===== config.mk =====
export PLATFORM = sky130hd
export DESIGN_NAME = periph_fabric_top
export DESIGN_NICKNAME = d
export VERILOG_FILES = /design/src/logic/periph_pkg.sv /design/src/logic/periph_fabric_top.sv /design/src/logic/pin_func_mux.sv /design/src/logic/gpio_regs.sv /design/src/logic/periph_read_buffer.sv /design/src/logic/periph_addr_decode.sv
export SDC_FILE = /design/constraint.sdc
export NUM_CORES = 1
export LEC_CHECK = 0
export BUFFER_PORTS_ARGS = -buffer_cell sky130_fd_sc_hd__clkbuf_2
export CAP_MARGIN = 10
export CORE_AREA = 5 5 516 518
export CTS_CLUSTER_DIAMETER = 100
export CTS_CLUSTER_SIZE = 12
export DETAILED_ROUTE_END_ITERATION = 6
export DIE_AREA = 0 0 521 523
export HOLD_SLACK_MARGIN = 0.12
export PLACE_DENSITY_LB_ADDON = 0.05
export SYNTH_ARGS = -nofsm -noshare
export SYNTH_HDL_FRONTEND = slang
export SYNTH_SLANG_ARGS = --single-unit

===== constraint.sdc =====
create_clock -name clk -period 6.3 [get_ports clk]
set_input_delay 0.63 -clock clk [delete_from_list [all_inputs] [get_ports clk]]
set_output_delay 0.63 -clock clk [all_outputs]
set_load 0.02 [all_outputs]

===== src/logic/periph_pkg.sv =====
// Peripheral fabric package
// Bus widths, slot counts, address map constants and the request and
// response bundles shared by the decode, read buffer, GPIO and pin mux
package periph_pkg;

    localparam int ADDR_W       = 11;
    localparam int DATA_W       = 32;
    localparam int BYTE_W       = 8;
    localparam int SIZE_W       = 2;
    localparam int FUNC_W       = 6;
    localparam int SLOT_OFS_W   = 6;

    typedef logic [ADDR_W-1:0] addr_t;
    typedef logic [DATA_W-1:0] data_t;
    typedef logic [BYTE_W-1:0] byte_t;
    // Active low size code, 3 is idle, 0/1/2 are 8/16/32 bits
    typedef logic [SIZE_W-1:0] size_n_t;
    typedef logic [FUNC_W-1:0] func_sel_t;

    // Slot counts
    localparam int USER_SLOTS     = 24;
    localparam int SIMPLE_SLOTS   = 16;
    localparam int EXT_USER_FIRST = 2;
    localparam int USER_IDX_W     = $clog2(USER_SLOTS);
    localparam int SIMPLE_IDX_W   = $clog2(SIMPLE_SLOTS);
    localparam int NUM_PINS       = 8;

    // Address map
    localparam int      SLOT_RESERVED = 0;
    localparam int      SLOT_GPIO     = 1;
    localparam size_n_t SIZE_IDLE     = 2'b11;

    // GPIO register offsets within the slot
    localparam logic [SLOT_OFS_W-1:0] GPIO_OUT_OFS  = 6'd0;
    localparam logic [SLOT_OFS_W-1:0] GPIO_IN_OFS   = 6'd4;
    localparam logic [SLOT_OFS_W-1:0] GPIO_FUNC_OFS = 6'd32;

    // Function select reset values
    localparam func_sel_t FUNC_DEFAULT_UART = 6'd2;
    localparam func_sel_t FUNC_DEFAULT_GPIO = 6'd1;

    typedef struct packed {
        addr_t   addr;
        data_t   wdata;
        size_n_t write_n;
        size_n_t read_n;
    } periph_req_t;

    typedef struct packed {
        data_t rdata;
        logic  ready;
        byte_t pins;
    } user_rsp_t;

    typedef struct packed {
        byte_t rdata;
        byte_t pins;
    } simple_rsp_t;

endpackage

===== src/logic/periph_fabric_top.sv =====
// Peripheral fabric top level
// Joins address decode, read buffer, GPIO block and output pin mux.
// External user and simple slots connect through the packed struct ports
`timescale 1ns/1ps

module periph_fabric_top
    import periph_pkg::*;
(
    input  logic                                        clk,
    input  logic                                        rst_n,
    input  byte_t                                       i_ui_in,
    output byte_t                                       o_uo_out,
    input  periph_req_t                                 i_req,
    input  logic                                        i_read_complete,
    output data_t                                       o_rdata,
    output logic                                        o_ready,
    output periph_req_t                                 o_user_req,
    output logic        [USER_SLOTS-1:0]                o_user_sel,
    output logic        [SIMPLE_SLOTS-1:0]              o_simple_wr,
    input  user_rsp_t   [USER_SLOTS-1:EXT_USER_FIRST]   i_user_rsp,
    input  simple_rsp_t [SIMPLE_SLOTS-1:0]              i_simple_rsp
);

    size_n_t   read_n_masked;
    data_t     rsp_data;
    logic      rsp_ready;
    user_rsp_t gpio_rsp;

    func_sel_t [NUM_PINS-1:0]     func_sel;
    byte_t     [USER_SLOTS-1:0]   user_pins;
    byte_t     [SIMPLE_SLOTS-1:0] simple_pins;

    periph_read_buffer u_periph_read_buffer (
        .clk             (clk),
        .rst_n           (rst_n),
        .i_read_n        (i_req.read_n),
        .i_write_n       (i_req.write_n),
        .i_rsp_data      (rsp_data),
        .i_rsp_ready     (rsp_ready),
        .i_read_complete (i_read_complete),
        .o_read_n_masked (read_n_masked),
        .o_rdata         (o_rdata),
        .o_ready         (o_ready)
    );

    periph_addr_decode u_periph_addr_decode (
        .i_req           (i_req),
        .i_read_n_masked (read_n_masked),
        .i_gpio_rsp      (gpio_rsp),
        .i_user_rsp      (i_user_rsp),
        .i_simple_rsp    (i_simple_rsp),
        .o_user_req      (o_user_req),
        .o_user_sel      (o_user_sel),
        .o_simple_wr     (o_simple_wr),
        .o_rdata         (rsp_data),
        .o_rsp_ready     (rsp_ready)
    );

    // GPIO sees the same slot relative request as the external slots
    gpio_regs u_gpio_regs (
        .clk        (clk),
        .rst_n      (rst_n),
        .i_req      (o_user_req),
        .i_sel      (o_user_sel[SLOT_GPIO]),
        .i_ui_in    (i_ui_in),
        .o_rsp      (gpio_rsp),
        .o_func_sel (func_sel)
    );

    // Pin buses for the mux, slot 0 drives nothing
    always_comb begin
        user_pins[SLOT_RESERVED] = '0;
        user_pins[SLOT_GPIO]     = gpio_rsp.pins;
        for (int k = EXT_USER_FIRST; k < USER_SLOTS; k++) begin
            user_pins[k] = i_user_rsp[k].pins;
        end
        for (int k = 0; k < SIMPLE_SLOTS; k++) begin
            simple_pins[k] = i_simple_rsp[k].pins;
        end
    end

    pin_func_mux u_pin_func_mux (
        .i_func_sel    (func_sel),
        .i_user_pins   (user_pins),
        .i_simple_pins (simple_pins),
        .o_uo_out      (o_uo_out)
    );

endmodule


===== src/logic/pin_func_mux.sv =====
// Output pin function mux
// Each output pin takes its own bit from the user or simple slot
// named by that pin's function select
`timescale 1ns/1ps

module pin_func_mux
    import periph_pkg::*;
(
    input  func_sel_t [NUM_PINS-1:0]     i_func_sel,
    input  byte_t     [USER_SLOTS-1:0]   i_user_pins,
    input  byte_t     [SIMPLE_SLOTS-1:0] i_simple_pins,
    output byte_t                        o_uo_out
);

    logic [NUM_PINS-1:0] sel_bad;

    always_comb begin
        for (int p = 0; p < NUM_PINS; p++) begin
            // User slot numbers above 23 do not exist
            sel_bad[p] = !i_func_sel[p][4] && i_func_sel[p][5] && i_func_sel[p][3];
            if (i_func_sel[p][4]) begin
                o_uo_out[p] = i_simple_pins[i_func_sel[p][3:0]][p];
            end else begin
                o_uo_out[p] = i_user_pins[{i_func_sel[p][5], i_func_sel[p][3:0]}][p];
            end
        end

        assert ((|sel_bad) !== 1'b1)
            else $error("pin function select names a missing user slot");
    end

endmodule


===== src/logic/gpio_regs.sv =====
// GPIO block on user slot 1
// Output byte register, input pin readback and one output function
// select register per pin
`timescale 1ns/1ps

module gpio_regs
    import periph_pkg::*;
(
    input  logic                        clk,
    input  logic                        rst_n,
    input  periph_req_t                 i_req,
    input  logic                        i_sel,
    input  byte_t                       i_ui_in,
    output user_rsp_t                   o_rsp,
    output func_sel_t [NUM_PINS-1:0]    o_func_sel
);

    logic [SLOT_OFS_W-1:0]       ofs;
    logic [$clog2(NUM_PINS)-1:0] func_idx;
    logic                        wr_en;
    logic                        func_hit;
    byte_t                       gpio_out;

    assign ofs      = i_req.addr[SLOT_OFS_W-1:0];
    assign func_idx = ofs[4:2];
    assign wr_en    = i_sel && (i_req.write_n != SIZE_IDLE);
    // Word aligned offsets 32 to 60
    assign func_hit = (ofs & 6'h23) == GPIO_FUNC_OFS;

    always_ff @(posedge clk) begin
        if (!rst_n) begin
            gpio_out <= '0;
        end else if (wr_en && ofs == GPIO_OUT_OFS) begin
            gpio_out <= i_req.wdata[BYTE_W-1:0];
        end
    end

    always_ff @(posedge clk) begin
        if (!rst_n) begin
            for (int p = 0; p < NUM_PINS; p++) begin
                // Pins 0 and 1 come up on the UART slot
                o_func_sel[p] <= (p < 2) ? FUNC_DEFAULT_UART : FUNC_DEFAULT_GPIO;
            end
        end else if (wr_en && func_hit) begin
            o_func_sel[func_idx] <= i_req.wdata[FUNC_W-1:0];
        end
    end

    always_comb begin
        o_rsp.rdata = '0;
        if (ofs == GPIO_OUT_OFS) begin
            o_rsp.rdata = data_t'(gpio_out);
        end else if (ofs == GPIO_IN_OFS) begin
            o_rsp.rdata = data_t'(i_ui_in);
        end else if (func_hit) begin
            o_rsp.rdata = data_t'(o_func_sel[func_idx]);
        end
        // Register access always completes in the same cycle
        o_rsp.ready = 1'b1;
        o_rsp.pins  = gpio_out;
    end

endmodule


===== src/logic/periph_read_buffer.sv =====
// Peripheral read buffer
// Captures the slot read data and holds it until the core signals read
// complete, and masks further reads while the registered ready is up
`timescale 1ns/1ps

module periph_read_buffer
    import periph_pkg::*;
(
    input  logic    clk,
    input  logic    rst_n,
    input  size_n_t i_read_n,
    input  size_n_t i_write_n,
    input  data_t   i_rsp_data,
    input  logic    i_rsp_ready,
    input  logic    i_read_complete,
    output size_n_t o_read_n_masked,
    output data_t   o_rdata,
    output logic    o_ready
);

    logic  read_req;
    logic  capture;
    logic  hold;
    logic  ready_r;
    data_t rdata_r;

    assign read_req = (i_read_n != SIZE_IDLE);
    assign capture  = !hold && i_rsp_ready && read_req;

    // Stop the slot seeing a second read while the result waits
    assign o_read_n_masked = i_read_n | {SIZE_W{ready_r}};

    always_ff @(posedge clk) begin
        if (!rst_n) begin
            hold    <= 1'b0;
            ready_r <= 1'b0;
        end else begin
            if (i_read_complete) begin
                hold <= 1'b0;
            end
            if (capture) begin
                hold <= 1'b1;
            end
            ready_r <= read_req && i_rsp_ready;
        end
    end

    always_ff @(posedge clk) begin
        if (capture) begin
            rdata_r <= i_rsp_data;
        end
    end

    assign o_rdata = rdata_r;
    // Writes are acknowledged in the same cycle
    assign o_ready = ready_r || (i_write_n != SIZE_IDLE);

endmodule


===== src/logic/periph_addr_decode.sv =====
// Peripheral address decode
// Picks one user or simple slot from the core address, gates the request
// so only that slot sees it, and muxes the selected slot's response
`timescale 1ns/1ps

module periph_addr_decode
    import periph_pkg::*;
(
    input  periph_req_t                                   i_req,
    input  size_n_t                                       i_read_n_masked,
    input  user_rsp_t                                     i_gpio_rsp,
    input  user_rsp_t   [USER_SLOTS-1:EXT_USER_FIRST]     i_user_rsp,
    input  simple_rsp_t [SIMPLE_SLOTS-1:0]                i_simple_rsp,
    output periph_req_t                                   o_user_req,
    output logic        [USER_SLOTS-1:0]                  o_user_sel,
    output logic        [SIMPLE_SLOTS-1:0]                o_simple_wr,
    output data_t                                         o_rdata,
    output logic                                          o_rsp_ready
);

    logic [USER_IDX_W-1:0]   user_idx;
    logic [SIMPLE_IDX_W-1:0] simple_idx;
    logic                    simple_hit;
    logic                    write_req;
    user_rsp_t [USER_SLOTS-1:0] user_rsp_all;

    assign write_req  = (i_req.write_n != SIZE_IDLE);
    assign simple_idx = i_req.addr[7:4];

    always_comb begin
        user_idx   = '0;
        simple_hit = 1'b0;
        case (i_req.addr[10:9])
            2'b10:   simple_hit = 1'b1;
            // Upper user bank, slots 16 to 23
            2'b11:   user_idx = {2'b10, i_req.addr[8:6]};
            default: user_idx = {1'b0, i_req.addr[9:6]};
        endcase
    end

    // Full user response set, slot 0 reads as zero and never goes ready
    always_comb begin
        user_rsp_all[USER_SLOTS-1:EXT_USER_FIRST] = i_user_rsp;
        user_rsp_all[SLOT_RESERVED]               = '0;
        user_rsp_all[SLOT_GPIO]                   = i_gpio_rsp;
    end

    always_comb begin
        o_user_sel  = '0;
        o_simple_wr = '0;
        if (simple_hit) begin
            o_simple_wr[simple_idx] = write_req;
        end else begin
            o_user_sel[user_idx] = 1'b1;
        end

        // Shared request, codes forced idle when a simple slot is addressed
        o_user_req.addr    = addr_t'(i_req.addr[SLOT_OFS_W-1:0]);
        o_user_req.wdata   = i_req.wdata;
        o_user_req.write_n = simple_hit ? SIZE_IDLE : i_req.write_n;
        o_user_req.read_n  = simple_hit ? SIZE_IDLE : i_read_n_masked;

        // Simple slots are byte wide and always ready
        if (simple_hit) begin
            o_rdata     = data_t'(i_simple_rsp[simple_idx].rdata);
            o_rsp_ready = 1'b1;
        end else begin
            o_rdata     = user_rsp_all[user_idx].rdata;
            o_rsp_ready = user_rsp_all[user_idx].ready;
        end
    end

endmodule


Word-level counts from Yosys, hierarchy flattened --
Cells that the tools add are included. Widths: inputs -> output; s select.
Word-level totals: logic and storage cells 123, register bits after elaboration 90, output and inout bits 128
Operators by class: reductions and logical operators 13, bitwise gates (word level) 2, muxes and demuxes 66, magnitude comparators 22, eq/ne operators 7
Operator list (number):
- $bmux 8 s5 | 8
- $bmux 8 s4 | 8
- $bmux 41 s5 | 1
- $bmux 16 s4 | 1
- $mux 32 | 2
- $lt 5x6->1 const B | 9
- $bwmux 48 | 1
- $lt 4x5->1 const B | 9
- $mux 41 | 1
- $mux 16 | 2
- $mux 6 | 5
- $mux 24 | 1
- $mux 8 | 3
- $bmux 6 s3 | 1
- $demux 6 s3 | 1
- $and 16x16->16 | 1
- $mux 1 | 16
- $mux 7 | 2
- $mux 5 | 2
- $pmux 5 s2 | 1
- $logic_and 1x1->1 | 9
- $mux 2 | 4
- $mux 4 | 2
- $eq 6x3->1 const B | 1
- other kinds (15) | 19

Depth between registers and ports, before layout --
depth after elaboration 11, gate-level depth with buffers 10, gate-level depth less buffers 6

Hierarchy --
A second synthesis with hierarchy kept.
Unflattened totals: cell total of the unflattened synthesis 1885, area, all modules 15319.7 um^2
Modules (own cells, without submodules):
- periph_addr_decode | cells an instance 1267, instances 1, area an instance 8390.5 um^2
- pin_func_mux | cells an instance 300, instances 1, area an instance 3047.9 um^2
- gpio_regs | cells an instance 274, instances 1, area an instance 2817.7 um^2
- periph_read_buffer | cells an instance 43, instances 1, area an instance 1059.8 um^2
- periph_fabric_top | cells an instance 1, instances 1, area an instance 3.8 um^2

Least setup slack after synthesis --
Ideal clock, no wire load.
kind input -> register, start in i_req[46] (netlist name), end reg u_periph_read_buffer.rdata_r[0], in the netlist u_periph_read_buffer.o_rdata[0] (enable), path slack 1.711 ns, arrival 4.128 ns, library setup time 0.461 ns, data required time 5.839 ns, cell stages on the path 8, cells stage by stage buf_2 -> nand2b_1 -> buf_2 -> nand2_1 -> clkbuf_1 -> a21oi_1 -> o311a_1 -> nor3_1
On the way: cells in the longest elaborated chain, start to end 7, elaborated cells between the ends (all ways) 9, those cells by class eq/ne: 2; mux: 5; reduce/logical: 2
Ends and longest elaborated chain:
- from (decl) | line periph_fabric_top.sv:13 | input periph_req_t i_req,
- $eq 2x2->1 | line periph_addr_decode.sv:33 | case (i_req.addr[10:9])
- $pmux 5 s2 | line periph_addr_decode.sv:33
- $bmux 41 s5 | line periph_addr_decode.sv:69 | o_rsp_ready = user_rsp_all[user_idx].ready;
- $mux 41
- $mux 1 (*) | line periph_addr_decode.sv:64 | if (simple_hit) begin
- $logic_and 1x1->1 (*) (2 in series) | line periph_read_buffer.sv:28 | assign capture = !hold && i_rsp_ready && read_req;
- net u_periph_read_buffer.capture | line periph_read_buffer.sv:22 | logic capture;
- to (signal assigned) | line periph_read_buffer.sv:50 | rdata_r <= i_rsp_data;
- to (decl) | line periph_read_buffer.sv:25 | data_t rdata_r;
The timed path passes the listed nets; every way through them passes the cells marked *. The select of a mux whose other input is x is not followed. A chain may end at the register's enable or synchronous reset.

Worst setup path in the final report --
start in i_req[45] (netlist name), end out o_user_sel[13]
On the way: cells in the longest elaborated chain, start to end 7, elaborated cells between the ends (all ways) 10, those cells by class order compare: 2; eq/ne: 2; mux: 5; reduce/logical: 1
Ends and longest elaborated chain:
- $eq 2x2->1 | line periph_addr_decode.sv:33
- $pmux 5 s2 | line periph_addr_decode.sv:33
- $lt 5x6->1 (not written as such) / $ge 5x1->1 (equally long branches) | line periph_addr_decode.sv:54 | o_user_sel[user_idx] = 1'b1;
- $logic_and 1x1->1 (not written as such) | line periph_addr_decode.sv:54
- $mux 1 (not written as such) | line periph_addr_decode.sv:54
- $demux 1 s5
- $mux 24 (*) | line periph_addr_decode.sv:51 | if (simple_hit) begin
- to (decl) | line periph_fabric_top.sv:18 | output logic [USER_SLOTS-1:0] o_user_sel,
Mark *: on every way between the ends. The rest lies on a longest branch, timed or not.

==> flow_summary.json <==
{
  "first_pass_iters": 5,
  "yosys-top-cells-area": "mux4_2, mux2i_1, dfxtp_1",
  "fin_skew_ps": 41.2,
  "grt_max_degree": 106,
  "ctsHtreeMaxLevel": 3,
  "worstMarginPinSlew_ps": 1040,
  "critPathMaxFanout": 15,
  "num_vias": 19900,
  "cts_setup_buffers": 0,
  "finalHoldViolations": 0,
  "drtIter0Drc": 1058,
  "rows": 188,
  "synth_top_flop_cell": "dfxtp_1",
  "start_util_pct": 5.52,
  "power.total_mw": 2.89,
  "seqCellArea_um2": 2120,
  "dp_hpwl_um": 186000,
  "drive_gt1_share_pct": 55.2,
  "clk_pin_slew_ps": 120,
  "wl_per_cell_um": 33.9,
  "avgSynthCellArea_um2": 8.56,
  "antenna_found_initial": 111,
  "ir_drop_uv": 165,
  "drc": 0,
  "outcome": "finished clean",
  "seq_area_frac_synth_pct": 14.7,
  "startpoint_type": "input pin",
  "crit_arrival_ps": 3470,
  "setup_viol": 0,
  "cts_sinks": 90,
  "syn_inst": 1683,
  "nFillCells": 30800,
  "yosys_warnings": 0,
  "synth_cell_types": 63,
  "cts-root-buf": "clkbuf_16",
  "timing.final.crit_period_ps": 4100,
  "syn_to_final_growth_pct": 72.9,
  "slew_viol_final": 0,
  "synth_top_area_share_pct": 21.7,
  "die_h_um": 523,
  "ys_async_sr_fraction_pct": 0,
  "grt_util_all_layers_pct": 14.9,
  "synth_edf_count": 32,
  "clock_latency_ps": 470,
  "cts_tree": "done",
  "synth_seq_cells": 90,
  "relSlewSlack_pct": 30.3,
  "cts-hold-fix-buffers": 0,
  "cts_buffers": 9,
  "maxCapViolations": 0,
  "dieArea_um2": 272000,
  "grt_overflow_total": 0,
  "yosysMostFrequentCell": "nor2_1",
  "synth.top_cells.by_count": "nor2_1, mux2i_1, mux4_2, nand2_1, a21oi_1",
  "core_region_area_um2": 261000,
  "io_pins": 1344,
  "cts_resized": 0,
  "multi_input_area_um2": 11300,
  "grt_pass1_vias": 22000,
  "viasPerCell": 3.18,
  "synth_area_um2": 14400,
  "finalNetCount": 4020,
  "tns_ps": 0,
  "gp_congestion": 0.777,
  "grt_pass1_wl_um": 261000,
  "finish.utilization_pct": 9.54,
  "finalWirelength_um": 212000,
  "path_class": "input pin to output port",
  "hold_path_class": "input pin to flop",
  "rsz0062_at_grt": "no",
  "powerDensity_nw_per_um2": 116,
  "synth_top_cell_by_area": "mux4_2",
  "ant_nets": 0,
  "die_x_um": 521,
  "crit_required_ps": 5670,
  "port_buffers": 1290,
  "end_kind": "output port",
  "clock_path_buffers": 2,
  "finalCritPeriodShare_pct": 65.2,
  "max_freq_mhz": 244,
  "power_leakage_nw": 10.6
}
metal layers:
| layer | vias to the layer above | global-route usage, % | share of wire [%] |
|---|---|---|---|
| met4 | 44 | 2.07 | 1.4 |
| met1 | 9716 | 14.2 | 34 |
| met3 | 173 | 4.00 | 6.2 |
| li1 | 8898 | - | - |
| met5 | - | 0 | 0.13 |
| met2 | 1043 | 31.8 | 59 |
layout by cell type (no fill, tap or decap), drive strengths merged, types with 19 or more instances in the layout:
cell type and n:
or3 20, o21ai 50, nor3 19, dfxtp 58, nand3 23, mux2i 167
mux4 139, buf 52, mux2 46, a21oi 111, o221ai 84, nor2 225
a221oi 24, o22ai 48, and2 21, nand2 123, a22oi 97, edfxtp 32
nand2b 19, clkbuf 1295, a221o 22
worst paths after layout:
path	startpoint	end	slack [ps]	cells past startpoint
max reg2reg	u_gpio_regs.o_func_sel[42]	u_periph_read_buffer.o_rdata[0]	3140	6
max	i_req[45]	o_user_sel[13]	2200	5
min reg2reg	u_gpio_regs.gpio_out[4]	u_gpio_regs.gpio_out[4]	550	2
min	i_read_complete	u_periph_read_buffer.hold	490	3
power breakdown:
part           switching [mW]  total, mW  internal [mW]  leakage, nW
sequential             0.0307      0.679          0.648        0.781
clock                   0.386      0.664          0.278        0.140
combinational           0.946       1.54          0.598         9.71
total                    1.36       2.89           1.52         10.6
through the flow:
step | instance area (µm²) | hold WS, ps | setup slack, ps | std cells
floorplan | 14400 | 447 | 1710 | 1687
global placement | 24600 | 532 | 1140 | 6211
detailed placement | 24600 | 542 | 1700 | 6213
CTS | 24900 | 406 | 1890 | 6229
global route | 24900 | 452 | 2020 | 6233
finish | 24900 | 489 | 2200 | 6247
area by class of cell:
class / instances / area share [%]
clock inverter: 6 / 0.221
antenna: 18 / 0.181
clock buffer: 10 / 0.919
timing repair buffer: 1337 / 27.6
multi-input combinational: 1359 / 45.3
inverter: 7 / 0.111
sequential: 90 / 8.52
tap: 3420 / 17.2
sequential cells by signal, summed over array words and instances (netlist names):
| signal | count |
|---|---|
| u_gpio_regs.gpio_out | 8 |
| u_gpio_regs.o_func_sel | 48 |
| u_periph_read_buffer.o_rdata | 32 |
| u_periph_read_buffer.hold | 1 |
| u_periph_read_buffer.ready_r | 1 |
kinds of logic after synthesis:
kind of cell / share of synthesized area [%]
compound gates: 25.4
flops: 14.7
buf+inv: 7.93
mux: 36.9
other cells: 0.0260
simple gates: 15.0
critical path, cell delays in order:
cell and delay [ps]:
clkbuf_2 400, nor2b_4 820, nand2_1 710, nor2_1 600, clkbuf_2 260
(Power assumes the default switching activity.)
